File: config.mk
export PLATFORM = sky130hd
export DESIGN_NAME = exe_stage
export DESIGN_NICKNAME = d
export VERILOG_FILES = /design/src/logic/exe_pkg.sv /design/src/logic/exe_alu.sv /design/src/logic/store_align.sv /design/src/logic/serial_divider.sv /design/src/logic/hilo_regs.sv /design/src/logic/exe_stage.sv
export SDC_FILE = /design/constraint.sdc
export NUM_CORES = 1
export LEC_CHECK = 0
export BUFFER_PORTS_ARGS = -buffer_cell sky130_fd_sc_hd__buf_4
export CORE_AREA = 5 5 227 229
export CTS_CLUSTER_SIZE = 8
export DETAILED_ROUTE_END_ITERATION = 7
export DIE_AREA = 0 0 232 234
export PLACE_DENSITY_LB_ADDON = 0.2
export SLEW_MARGIN = 15
export SYNTH_ARGS = -nofsm -noshare
export SYNTH_HDL_FRONTEND = slang
export SYNTH_SLANG_ARGS = --single-unit
File: constraint.sdc
create_clock -name clk -period 18.4 [get_ports clk]
set_clock_uncertainty 0.2 [all_clocks]
set_input_delay 0.92 -clock clk [delete_from_list [all_inputs] [get_ports clk]]
set_output_delay 0.92 -clock clk [all_outputs]
set_load 0.005 [all_outputs]
File: src/logic/exe_pkg.sv
`default_nettype none

package exe_pkg;

  localparam int data_w     = 32;
  localparam int reg_addr_w = 5;
  localparam int div_steps  = 32;
  // wide enough to hold div_steps itself
  localparam int div_cnt_w  = $clog2(div_steps + 1);

  typedef enum logic [5:0] {
    op_add,
    op_addu,
    op_sub,
    op_subu,
    op_slt,
    op_sltu,
    op_and,
    op_or,
    op_xor,
    op_nor,
    op_sll,
    op_srl,
    op_sra,
    op_lui,
    op_lw,
    op_lh,
    op_lhu,
    op_lb,
    op_lbu,
    op_sw,
    op_sh,
    op_sb,
    op_div,
    op_divu,
    op_mthi,
    op_mtlo,
    op_mfhi,
    op_mflo
  } exe_op_t;

  typedef enum logic [1:0] {
    size_byte = 2'd0,
    size_half = 2'd1,
    size_word = 2'd2
  } mem_size_t;

  // mips cause codes
  typedef enum logic [4:0] {
    exc_none = 5'd0,
    exc_adel = 5'd4,
    exc_ades = 5'd5,
    exc_ov   = 5'd12
  } exc_code_t;

  function automatic logic is_load(exe_op_t op);
    return op inside {op_lw, op_lh, op_lhu, op_lb, op_lbu};
  endfunction

  function automatic logic is_store(exe_op_t op);
    return op inside {op_sw, op_sh, op_sb};
  endfunction

  function automatic logic is_div(exe_op_t op);
    return op inside {op_div, op_divu};
  endfunction

endpackage

`default_nettype wire

File: src/logic/exe_alu.sv
`timescale 1ns/1ps
`default_nettype none

module exe_alu import exe_pkg::*; (
  input  exe_op_t           op,
  input  logic [data_w-1:0] src1,
  input  logic [data_w-1:0] src2,
  output logic [data_w-1:0] result,
  output logic              overflow
);

  logic [data_w-1:0] sum;
  logic [data_w-1:0] diff;
  logic              sum_ovf;
  logic              diff_ovf;
  logic [4:0]        shamt;

  assign sum  = src1 + src2;
  assign diff = src1 - src2;

  // signed overflow: operand signs vs result sign
  assign sum_ovf  = (src1[data_w-1] == src2[data_w-1]) &&
                    (sum[data_w-1] != src1[data_w-1]);
  assign diff_ovf = (src1[data_w-1] != src2[data_w-1]) &&
                    (diff[data_w-1] != src1[data_w-1]);

  // variable shifts take the amount from rs
  assign shamt = src1[4:0];

  always_comb begin
    case (op)
      op_add, op_addu: result = sum;
      op_sub, op_subu: result = diff;
      op_slt:  result = {{(data_w-1){1'b0}}, $signed(src1) < $signed(src2)};
      op_sltu: result = {{(data_w-1){1'b0}}, src1 < src2};
      op_and:  result = src1 & src2;
      op_or:   result = src1 | src2;
      op_xor:  result = src1 ^ src2;
      op_nor:  result = ~(src1 | src2);
      op_sll:  result = src2 << shamt;
      op_srl:  result = src2 >> shamt;
      op_sra:  result = $unsigned($signed(src2) >>> shamt);
      op_lui:  result = {src2[15:0], 16'h0000};
      // loads, stores and the rest use the address adder
      default: result = sum;
    endcase
  end

  always_comb begin
    case (op)
      op_add:  overflow = sum_ovf;
      op_sub:  overflow = diff_ovf;
      default: overflow = 1'b0;
    endcase
  end

endmodule

`default_nettype wire

File: src/logic/store_align.sv
`timescale 1ns/1ps
`default_nettype none

module store_align import exe_pkg::*; (
  input  exe_op_t           op,
  input  logic [1:0]        addr_low,
  input  logic [data_w-1:0] rt,
  output logic [data_w-1:0] wdata,
  output logic [3:0]        wstrb,
  output mem_size_t         size,
  output logic              misaligned
);

  logic mem_op;

  assign mem_op = is_load(op) || is_store(op);

  always_comb begin
    case (op)
      op_lw, op_sw:         size = size_word;
      op_lh, op_lhu, op_sh: size = size_half;
      default:              size = size_byte;
    endcase
  end

  // replicate the low byte/halfword across the word
  always_comb begin
    case (size)
      size_byte: wdata = {4{rt[7:0]}};
      size_half: wdata = {2{rt[15:0]}};
      default:   wdata = rt;
    endcase
  end

  always_comb begin
    if (!is_store(op)) begin
      wstrb = 4'b0000;
    end else begin
      case (size)
        size_byte: wstrb = 4'b0001 << addr_low;
        size_half: wstrb = addr_low[1] ? 4'b1100 : 4'b0011;
        default:   wstrb = 4'b1111;
      endcase
    end
  end

  always_comb begin
    case (size)
      size_word: misaligned = mem_op && (addr_low != 2'b00);
      size_half: misaligned = mem_op && addr_low[0];
      default:   misaligned = 1'b0;
    endcase
  end

endmodule

`default_nettype wire

File: src/logic/serial_divider.sv
`timescale 1ns/1ps
`default_nettype none

module serial_divider import exe_pkg::*; (
  input  logic              clk,
  input  logic              reset,
  input  logic              start,
  input  logic              is_signed,
  input  logic [data_w-1:0] dividend,
  input  logic [data_w-1:0] divisor,
  output logic              busy,
  output logic              done,
  output logic [data_w-1:0] quotient,
  output logic [data_w-1:0] remainder
);

  logic [div_cnt_w-1:0] count_r;
  logic                 busy_r;
  logic                 done_r;

  logic [data_w-1:0] quot_r;
  logic [data_w-1:0] rem_r;
  logic [data_w-1:0] dvsr_r;
  logic              q_neg_r;
  logic              r_neg_r;

  logic [data_w-1:0] dvnd_abs;
  logic [data_w-1:0] dvsr_abs;
  logic [data_w:0]   rem_shift;
  logic [data_w:0]   trial;

  // magnitudes; abs of the most negative value still fits unsigned
  assign dvnd_abs = (is_signed && dividend[data_w-1]) ? -dividend : dividend;
  assign dvsr_abs = (is_signed && divisor[data_w-1])  ? -divisor  : divisor;

  // one restoring step
  assign rem_shift = {rem_r, quot_r[data_w-1]};
  assign trial     = rem_shift - {1'b0, dvsr_r};

  always_ff @(posedge clk) begin
    if (reset) begin
      busy_r  <= 1'b0;
      done_r  <= 1'b0;
      count_r <= '0;
    end else if (start) begin
      busy_r  <= 1'b1;
      done_r  <= 1'b0;
      count_r <= div_cnt_w'(div_steps);
    end else if (busy_r) begin
      count_r <= count_r - 1'b1;
      if (count_r == div_cnt_w'(1)) begin
        busy_r <= 1'b0;
        done_r <= 1'b1;
      end
    end
  end

  always_ff @(posedge clk) begin
    if (start) begin
      quot_r  <= dvnd_abs;
      rem_r   <= '0;
      dvsr_r  <= dvsr_abs;
      q_neg_r <= is_signed && (dividend[data_w-1] ^ divisor[data_w-1]);
      r_neg_r <= is_signed && dividend[data_w-1];
    end else if (busy_r) begin
      if (!trial[data_w]) begin
        rem_r  <= trial[data_w-1:0];
        quot_r <= {quot_r[data_w-2:0], 1'b1};
      end else begin
        rem_r  <= rem_shift[data_w-1:0];
        quot_r <= {quot_r[data_w-2:0], 1'b0};
      end
    end
  end

  assign busy = busy_r;
  assign done = done_r;

  // sign fix-up, remainder follows the dividend
  assign quotient  = q_neg_r ? -quot_r : quot_r;
  assign remainder = r_neg_r ? -rem_r  : rem_r;

endmodule

`default_nettype wire

File: src/logic/hilo_regs.sv
`timescale 1ns/1ps
`default_nettype none

module hilo_regs import exe_pkg::*; (
  input  logic              clk,
  input  logic              reset,
  input  logic              write,
  input  exe_op_t           op,
  input  logic [data_w-1:0] rs,
  input  logic [data_w-1:0] quotient,
  input  logic [data_w-1:0] remainder,
  output logic [data_w-1:0] hi,
  output logic [data_w-1:0] lo
);

  logic              hi_we;
  logic              lo_we;
  logic [data_w-1:0] hi_wdata;
  logic [data_w-1:0] lo_wdata;

  assign hi_we = write && (is_div(op) || op == op_mthi);
  assign lo_we = write && (is_div(op) || op == op_mtlo);

  // division writes remainder to hi, quotient to lo
  assign hi_wdata = is_div(op) ? remainder : rs;
  assign lo_wdata = is_div(op) ? quotient  : rs;

  always_ff @(posedge clk) begin
    if (reset) begin
      hi <= '0;
    end else if (hi_we) begin
      hi <= hi_wdata;
    end
  end

  always_ff @(posedge clk) begin
    if (reset) begin
      lo <= '0;
    end else if (lo_we) begin
      lo <= lo_wdata;
    end
  end

endmodule

`default_nettype wire

File: src/logic/exe_stage.sv
`timescale 1ns/1ps
`default_nettype none

module exe_stage import exe_pkg::*; (
  input  logic                  clk,
  input  logic                  reset,
  input  logic                  in_valid,
  output logic                  allowin,
  input  exe_op_t               in_op,
  input  logic [data_w-1:0]     in_rs,
  input  logic [data_w-1:0]     in_rt,
  input  logic [data_w-1:0]     in_imm,
  input  logic                  in_src2_is_imm,
  input  logic [reg_addr_w-1:0] in_dest,
  output logic                  out_valid,
  input  logic                  next_allowin,
  output exe_op_t               out_op,
  output logic [data_w-1:0]     out_result,
  output logic [reg_addr_w-1:0] out_dest,
  output logic                  out_excp,
  output exc_code_t             out_exc_code,
  output logic [data_w-1:0]     out_badvaddr,
  output logic                  data_req,
  output logic                  data_wr,
  output mem_size_t             data_size,
  output logic [3:0]            data_wstrb,
  output logic [data_w-1:0]     data_addr,
  output logic [data_w-1:0]     data_wdata,
  input  logic                  data_addr_ok,
  input  logic                  data_data_ok
);

  logic                  valid_r;
  exe_op_t               op_r;
  logic [data_w-1:0]     rs_r;
  logic [data_w-1:0]     rt_r;
  logic [data_w-1:0]     imm_r;
  logic                  src2_is_imm_r;
  logic [reg_addr_w-1:0] dest_r;

  logic [data_w-1:0] src2;
  logic [data_w-1:0] alu_result;
  logic              alu_ovf;
  logic [data_w-1:0] st_wdata;
  logic [3:0]        st_wstrb;
  mem_size_t         st_size;
  logic              misaligned;

  logic              ld_op;
  logic              st_op;
  logic              div_op;
  logic              excp;
  logic              ready_go;
  logic              handoff;

  logic              req_pend_r;
  logic              mem_acc_r;
  logic              outstanding_r;
  logic              accept;
  logic              store_ready;

  logic              div_issued_r;
  logic              div_start;
  logic              div_busy;
  logic              div_done;
  logic [data_w-1:0] quotient;
  logic [data_w-1:0] remainder;
  logic [data_w-1:0] hi;
  logic [data_w-1:0] lo;

  // stage register
  always_ff @(posedge clk) begin
    if (reset) begin
      valid_r <= 1'b0;
    end else if (allowin) begin
      valid_r <= in_valid;
    end
  end

  always_ff @(posedge clk) begin
    if (in_valid && allowin) begin
      op_r          <= in_op;
      rs_r          <= in_rs;
      rt_r          <= in_rt;
      imm_r         <= in_imm;
      src2_is_imm_r <= in_src2_is_imm;
      dest_r        <= in_dest;
    end
  end

  assign src2 = src2_is_imm_r ? imm_r : rt_r;

  exe_alu u_alu (
    .op       (op_r),
    .src1     (rs_r),
    .src2     (src2),
    .result   (alu_result),
    .overflow (alu_ovf)
  );

  store_align u_store_align (
    .op         (op_r),
    .addr_low   (alu_result[1:0]),
    .rt         (rt_r),
    .wdata      (st_wdata),
    .wstrb      (st_wstrb),
    .size       (st_size),
    .misaligned (misaligned)
  );

  assign ld_op  = is_load(op_r);
  assign st_op  = is_store(op_r);
  assign div_op = is_div(op_r);
  assign excp   = alu_ovf || misaligned;

  // memory request, held once raised until addr_ok
  assign data_req = valid_r && (ld_op || st_op) && !misaligned && !mem_acc_r &&
                    !outstanding_r && (next_allowin || req_pend_r);
  assign accept   = data_req && data_addr_ok;

  always_ff @(posedge clk) begin
    if (reset) begin
      req_pend_r    <= 1'b0;
      mem_acc_r     <= 1'b0;
      outstanding_r <= 1'b0;
    end else begin
      req_pend_r <= data_req && !data_addr_ok;
      if (handoff) begin
        mem_acc_r <= 1'b0;
      end else if (accept) begin
        mem_acc_r <= 1'b1;
      end
      if (accept) begin
        outstanding_r <= 1'b1;
      end else if (data_data_ok) begin
        outstanding_r <= 1'b0;
      end
    end
  end

  // store is done on its data_ok, remembered under back-pressure
  assign store_ready = mem_acc_r && (data_data_ok || !outstanding_r);

  assign data_wr    = st_op;
  assign data_size  = st_size;
  assign data_wstrb = (valid_r && !excp) ? st_wstrb : 4'b0000;
  assign data_addr  = alu_result;
  assign data_wdata = st_wdata;

  // divider, one start per instruction
  assign div_start = valid_r && div_op && !div_issued_r && !div_busy;

  always_ff @(posedge clk) begin
    if (reset) begin
      div_issued_r <= 1'b0;
    end else if (handoff) begin
      div_issued_r <= 1'b0;
    end else if (div_start) begin
      div_issued_r <= 1'b1;
    end
  end

  serial_divider u_div (
    .clk       (clk),
    .reset     (reset),
    .start     (div_start),
    .is_signed (op_r == op_div),
    .dividend  (rs_r),
    .divisor   (rt_r),
    .busy      (div_busy),
    .done      (div_done),
    .quotient  (quotient),
    .remainder (remainder)
  );

  hilo_regs u_hilo (
    .clk       (clk),
    .reset     (reset),
    .write     (handoff && !excp),
    .op        (op_r),
    .rs        (rs_r),
    .quotient  (quotient),
    .remainder (remainder),
    .hi        (hi),
    .lo        (lo)
  );

  // exceptions skip any waiting
  always_comb begin
    if (excp) begin
      ready_go = 1'b1;
    end else if (div_op) begin
      ready_go = div_issued_r && div_done;
    end else if (ld_op) begin
      ready_go = accept || mem_acc_r;
    end else if (st_op) begin
      ready_go = store_ready;
    end else begin
      ready_go = 1'b1;
    end
  end

  assign out_valid = valid_r && ready_go;
  assign handoff   = out_valid && next_allowin;
  assign allowin   = !valid_r || handoff;

  always_comb begin
    if (alu_ovf) begin
      out_exc_code = exc_ov;
    end else if (misaligned && ld_op) begin
      out_exc_code = exc_adel;
    end else if (misaligned && st_op) begin
      out_exc_code = exc_ades;
    end else begin
      out_exc_code = exc_none;
    end
  end

  assign out_op       = op_r;
  assign out_dest     = dest_r;
  assign out_excp     = excp;
  assign out_badvaddr = misaligned ? alu_result : '0;
  assign out_result   = (op_r == op_mflo) ? lo :
                        (op_r == op_mfhi) ? hi : alu_result;

endmodule

`default_nettype wire

==> results of run 1 <==
[path summary, 6_finish.rpt]
path,startpoint,depth (start not counted),to
worst max register to register,rs_r[0],17,rs_r[22]
worst min register to register,u_hilo.lo[22],2,u_hilo.lo[22]
worst max-delay path,src2_is_imm_r,14,out_result[23]
worst min-delay path,u_hilo.lo[22],2,u_hilo.lo[22]
[critical path: stages (launching register included)]
cell,delay [ns]
edfxtp_1,0.32
buf_4,0.39
mux2i_1,0.89
ha_1,0.30
o21bai_1,0.11
a2111oi_0,0.67
nor3_1,0.30
a2111oi_1,0.81
o211ai_1,0.35
a21oi_1,0.44
xnor2_1,0.14
o211ai_1,0.78
nor2_1,0.11
nor2_1,0.17
buf_4,0.13
[cells in the mapped netlist (all sizes together) (24+ instances only)]
cell      n
nor2    315
a21oi   282
nand2   264
o21ai   182
edfxtp  174
inv     174
clkbuf  153
ha      146
dfxtp   109
mux2i    93
xnor2    93
a211oi   80
mux4     79
buf      74
nor3     70
xor2     67
nand3    41
o211ai   39
and2     35
nand2b   35
o31ai    34
mux2     32
a22oi    31
or3      28
a21o     27
nor2b    25
a31oi    24
nor4     24
[flip-flops by register name (all words and copies together), names as in the netlist, 5 cells and up]
register	count
imm_r	32
out_dest	5
u_hilo.hi	32
rs_r	32
u_div.count_r	6
u_div.dvsr_r	32
rt_r	32
u_div.quot_r	32
out_op	6
u_div.rem_r	32
u_hilo.lo	32
[metal layers]
layer	track usage, %	vias up	share of wire, %
met3	9.75	364	12
li1	-	11700	-
met5	0	-	0.027
met1	56.3	13000	38
met4	24.7	4	7.4
met2	61.9	2042	42
[cells by family (layout without fill, tap and decap cells)]
family	after synthesis	after routing	synth area share (%)
AOI/OAI and AO/OA	952	952	24.1
and+or+nand+nor	934	934	16.7
buffers and inverters	404	564	6.39
DFF	283	283	28.2
muxes	204	204	12.0
xor gates and xnor gates	160	160	5.34
adders and majority gates	149	149	7.18
other	1	3	0.0143
[cells in the final DEF, fill, tap and decap left out, types with 29 or more instances in the layout]
master / n
buf_4: 322
nor2_1: 312
a21oi_1: 281
nand2_1: 264
o21ai_0: 178
edfxtp_1: 174
inv_1: 165
ha_1: 146
dfxtp_1: 109
xnor2_1: 93
mux2i_1: 84
a211oi_1: 79
mux4_2: 71
xor2_1: 67
nor3_1: 65
clkbuf_16: 43
nand3_1: 41
o211ai_1: 39
nand2b_1: 35
and2_1: 33
o31ai_1: 33
a22oi_1: 31
mux2_2: 29
[area by class of cell]
cell class | count | area (um^2)
Tap cell | 672 | 841
Sequential cell | 283 | 7410
Antenna cell | 1 | 2.50
Clock buffer | 59 | 1150
Fill cell | 4213 | 19700
Timing Repair Buffer | 322 | 2420
Clock inverter | 6 | 71.3
Multi-Input combinational cell | 2401 | 17200
Inverter | 177 | 664
[power groups by stage]
stage / combinational [W] / clock (W) / sequential (W)
global route: 0.00117 / 0.000764 / 0.000837
global placement: 0.00105 / 0 / 0.000837
CTS: 0.00107 / 0.000738 / 0.000828
floorplan: 0.000709 / 0 / 0.000789
finish: 0.00110 / 0.000733 / 0.000835
detailed placement: 0.00107 / 0 / 0.000840
[stage by stage]
stage,total power [W],utilization [%]
2_1_floorplan,0.00150,-
3_5_place_dp,0.00191,57.8
4_1_cts,0.00264,60.2
5_1_grt,0.00277,60.2
6_report,0.00267,60.3
3_3_place_gp,0.00189,57.8
==> flow_summary.json, run 1 <==
{
  "first_pass_iters": 8,
  "ant_nets": 0,
  "cp_max_fo": 28,
  "gr-total-overflow": 0,
  "grt_pass1_wl_um": 170000,
  "hold_path_class": "flop to flop",
  "setup_viol": 0,
  "clk_latency_ns": 0.58,
  "violations": "DRC",
  "avgSynthCellArea_um2": 8.51,
  "worstPathArrival_ns": 6.48,
  "viasPerCell": 6.91,
  "synthesis.instances": 3087,
  "fin_crit_sh_pct": 41.3,
  "drc_errors": 1,
  "drt_iter0_markers": 3937,
  "postCtsSetupBuffers": 0,
  "floorplan.initialDensity_pct": 53.1,
  "postLayoutCellArea_um2": 29800,
  "relSlewSlack_pct": 24.0,
  "area_growth_syn_to_layout_pct": 13.4,
  "holdWs_ns": 0.262,
  "synthArstFlopShare_pct": 0,
  "ir_drop_uv": 96.2,
  "grt_pass1_vias": 25300,
  "synth_area_um2": 26300,
  "dpl.cell_count": 3855,
  "antenna_found_initial": 3,
  "cts_sinks": 283,
  "rrSetupSlack_ns": 11.39,
  "cts_root_buffer": "clkbuf_16",
  "cts.path.max_buffers": 3,
  "yosysUniqueCellTypes": 110,
  "drv_slew": 0,
  "cp-start-kind": "flop",
  "combinationalPowerShare_pct": 41.3,
  "hold_viol": 0,
  "switching_share_pct": 39.7,
  "drv_cap": 0,
  "vias": 27100,
  "p_seq_share_pct": 31.3,
  "required_ns": 17.28,
  "cts-resized-gates": 0,
  "cts_htree_levels": 2,
  "power_density_nw_per_um2": 89.7,
  "yosysTopAreaCell": "edfxtp_1",
  "setup_ws_ns": 10.80,
  "ys_seq_area_share_pct": 28.2,
  "place_ws_ns": 11.54,
  "synth-main-ff-cell": "edfxtp_1",
  "synth-seq-cells": 283,
  "fp-row-count": 82,
  "fin_cells": 3921,
  "ios": 269,
  "end_kind": "output pin",
  "min_period_ns": 7.60,
  "grt_usage_pct": 41.9,
  "dpl.hpwl_um": 89600,
  "p_clk_share_pct": 27.4,
  "crit_type": "flop to output pin",
  "synthTopCellsByArea": "edfxtp_1, dfxtp_1, ha_1",
  "netlist.area_leader.share_pct": 19.9,
  "clk_pin_slew_ns": 0.05,
  "tns_ns": 0,
  "finalWeightedCongestion": 1.05,
  "wire_per_inst_um": 30.1,
  "rsz0062_at_grt": "false",
  "dieArea_um2": 54300,
  "synth_edf_count": 174,
  "wl_um": 118000,
  "yosys_warnings": 0,
  "final_layout_size_suffix_gt1_share_pct": 17.1,
  "power.switching_w": 0.00106,
  "placed_cell_area_um2": 28600,
  "cts_made_buffers": 42,
  "status": "complete, but fails checks",
  "worstMarginPinSlew_ns": 1.11,
  "grt_max_degree": 85,
  "hold_buffers": 0,
  "io_buffers": 266,
  "fmax_mhz": 132,
  "fp.coreArea_um2": 49500,
  "p_leak_nw": 11.7,
  "fp.dieH_um": 234,
  "power.internal_w": 0.00161,
  "nets": 3490,
  "cts_tree": "yes",
  "dieWidth_um": 232
}
Note: power is estimated with default switching activity, not from simulation.
==> inputs of run 2 (changes only) <==
==> constraint.sdc (replaced) <==
create_clock -name clk -period 6.3 [get_ports clk]
set_clock_uncertainty 0.2 [all_clocks]
set_input_delay 0.315 -clock clk [delete_from_list [all_inputs] [get_ports clk]]
set_output_delay 0.315 -clock clk [all_outputs]
set_load 0.005 [all_outputs]
==> flow_summary.json, run 2 (synthesis gave the netlist of run 1 again) <==
{
  "status": "finished, final reports clean",
  "cp_cell_sequence": "buf_4, mux2i_2, ha_1, nand2b_1, a221oi_1, nor3_1, buf_4, a2111oi_2, o211ai_1, a31o_2, o2bb2a_1, mux2i_1, or2_1, nor3_1, buf_4",
  "finalWeightedCongestion": 1.03,
  "ant_nets": 0,
  "tns_ns": 0,
  "mostFrequentLayoutCells": "buf_4, nor2_1, a21oi_1",
  "io_buffers": 266,
  "floorplan.initialDensity_pct": 53.1,
  "cts_root_buffer": "clkbuf_16",
  "cts.path.max_buffers": 3,
  "cpMostUsedCell": "buf_4",
  "power.internal_w": 0.00471,
  "power_density_nw_per_um2": 252,
  "fmax_mhz": 163,
  "timing.rr.start": "src2_is_imm_r",
  "hold_start": "reset",
  "switching_share_pct": 39.9,
  "place_ws_ns": 0.452,
  "clk_pin_slew_ns": 0.05,
  "drv_cap": 0,
  "grt_usage_pct": 43.2,
  "worstPathArrival_ns": 5.63,
  "end_kind": "output pin",
  "p_clk_share_pct": 26.3,
  "nets": 3637,
  "crit_family": "compound AO/OA/AOI/OAI gates",
  "relSlewSlack_pct": 21.0,
  "dieWidth_um": 232,
  "p_seq_share_pct": 31.0,
  "wire_per_inst_um": 30.1,
  "p_leak_nw": 12.3,
  "setup_viol": 0,
  "dieArea_um2": 54300,
  "ios": 269,
  "timing.rr.end": "rs_r[8]",
  "cpPeakStageDelay_ns": 0.67,
  "rrSetupSlack_ns": 0.63,
  "viasPerCell": 6.93,
  "fin_crit_sh_pct": 97.5,
  "fp.coreArea_um2": 49500,
  "grt_pass1_wl_um": 176000,
  "cp-start-kind": "flop",
  "hold_path_class": "primary input to flop",
  "power.switching_w": 0.00313,
  "first_pass_iters": 7,
  "drc_errors": 0,
  "grt_pass1_vias": 26600,
  "r2r_cells": 14,
  "drt_iter0_markers": 4254,
  "setup_ws_ns": 0.156,
  "n_antenna_cell": 0,
  "cts_made_buffers": 41,
  "rsz0062_at_grt": "false",
  "area_growth_syn_to_layout_pct": 18.8,
  "cts_sinks": 283,
  "min_period_ns": 6.14,
  "placed_cell_area_um2": 28800,
  "grt_max_degree": 87,
  "fp-row-count": 82,
  "drv_slew": 0,
  "path_buf_inv": 3,
  "cts_tree": "yes",
  "worstMarginPinSlew_ns": 1.18,
  "cts_htree_levels": 2,
  "vias": 28200,
  "postLayoutCellArea_um2": 31200,
  "combinationalPowerShare_pct": 42.8,
  "antenna_found_initial": 2,
  "crit_type": "flop to output pin",
  "hold_viol": 0,
  "final_layout_size_suffix_gt1_share_pct": 17.5,
  "min_path_cells": 2,
  "gr-total-overflow": 0,
  "crit_slowest_cell": "mux2i_2",
  "fp.dieH_um": 234,
  "final_common_cell": "buf_4",
  "wl_um": 122000,
  "required_ns": 5.78,
  "cp_max_fo": 8,
  "ir_drop_uv": 242,
  "clk_latency_ns": 0.56,
  "hold_end": "u_hilo.lo[30]",
  "dpl.hpwl_um": 90800
}
-- run 2: power by group through the flow --
| stage | clock network [W] | registers, W | logic, W |
|---|---|---|---|
| floorplan | 0 | 0.00230 | 0.00207 |
| global placement | 0 | 0.00243 | 0.00311 |
| detailed placement | 0 | 0.00244 | 0.00316 |
| CTS | 0.00205 | 0.00241 | 0.00324 |
| global route | 0.00213 | 0.00244 | 0.00354 |
| finish | 0.00206 | 0.00243 | 0.00336 |
-- run 2: routing by layer --
metal,global-route usage (%),wire [um],vias up
met4,26.6,9410,4
met1,58.1,46300,13500
met5,0,34,-
li1,-,-,12000
met2,63.3,51100,2190
met3,10.2,15700,459
-- run 2: cell type report --
cell class	instances	area, um^2
clock buffers	64	1130
fillers	4173	18200
multi-input cells	2401	17300
inverters	177	664
clock inverters	2	20.0
repair buffers	470	3850
flip-flops and latches	283	7410
well taps	672	841
-- run 2: worst max-delay path by stage --
| stage | start | to | slack [ns] | depth (start not counted) |
|---|---|---|---|---|
| after floorplan | rs_r[0] | imm_r[0] | 0.20 | 18 |
| after global placement | src2_is_imm_r | out_result[21] | 0.35 | 14 |
| after detailed placement | src2_is_imm_r | data_wstrb[3] | 0.45 | 15 |
| after CTS | src2_is_imm_r | out_result[21] | 0.02 | 14 |
| after global routing | src2_is_imm_r | data_wstrb[0] | 0.05 | 15 |
| final | src2_is_imm_r | data_wstrb[0] | 0.16 | 15 |
-- run 2: timing repair --
item,CTS,global route
resized for setup,4,8
endpoints found under the setup margin,11,30
setup buffers,0,7
pin swaps,0,1
hold endpoints to repair,113,0
hold buffers,112,0
-- run 2: worst reg2reg max path, delay by kind of cell (launching register included) --
kind / cells / cell delay (ns)
fa+ha+maj: 1 / 0.42
mux: 1 / 0.44
buf+inv: 2 / 0.83
flops: 1 / 0.53
simple gates: 4 / 1.71
compound gates: 6 / 1.19
-- run 2: per-stage QoR --
step	util, %	hold slack (ns)	std cells	power (W)
after CTS	62.9	0.133	4062	0.00770
after detailed placement	58.3	0.252	3884	0.00560
after floorplan	-	0.185	3088	0.00437
after global routing	63.1	0.184	4069	0.00811
after global placement	58.3	0.239	3884	0.00554
final	63.1	0.141	4069	0.00785
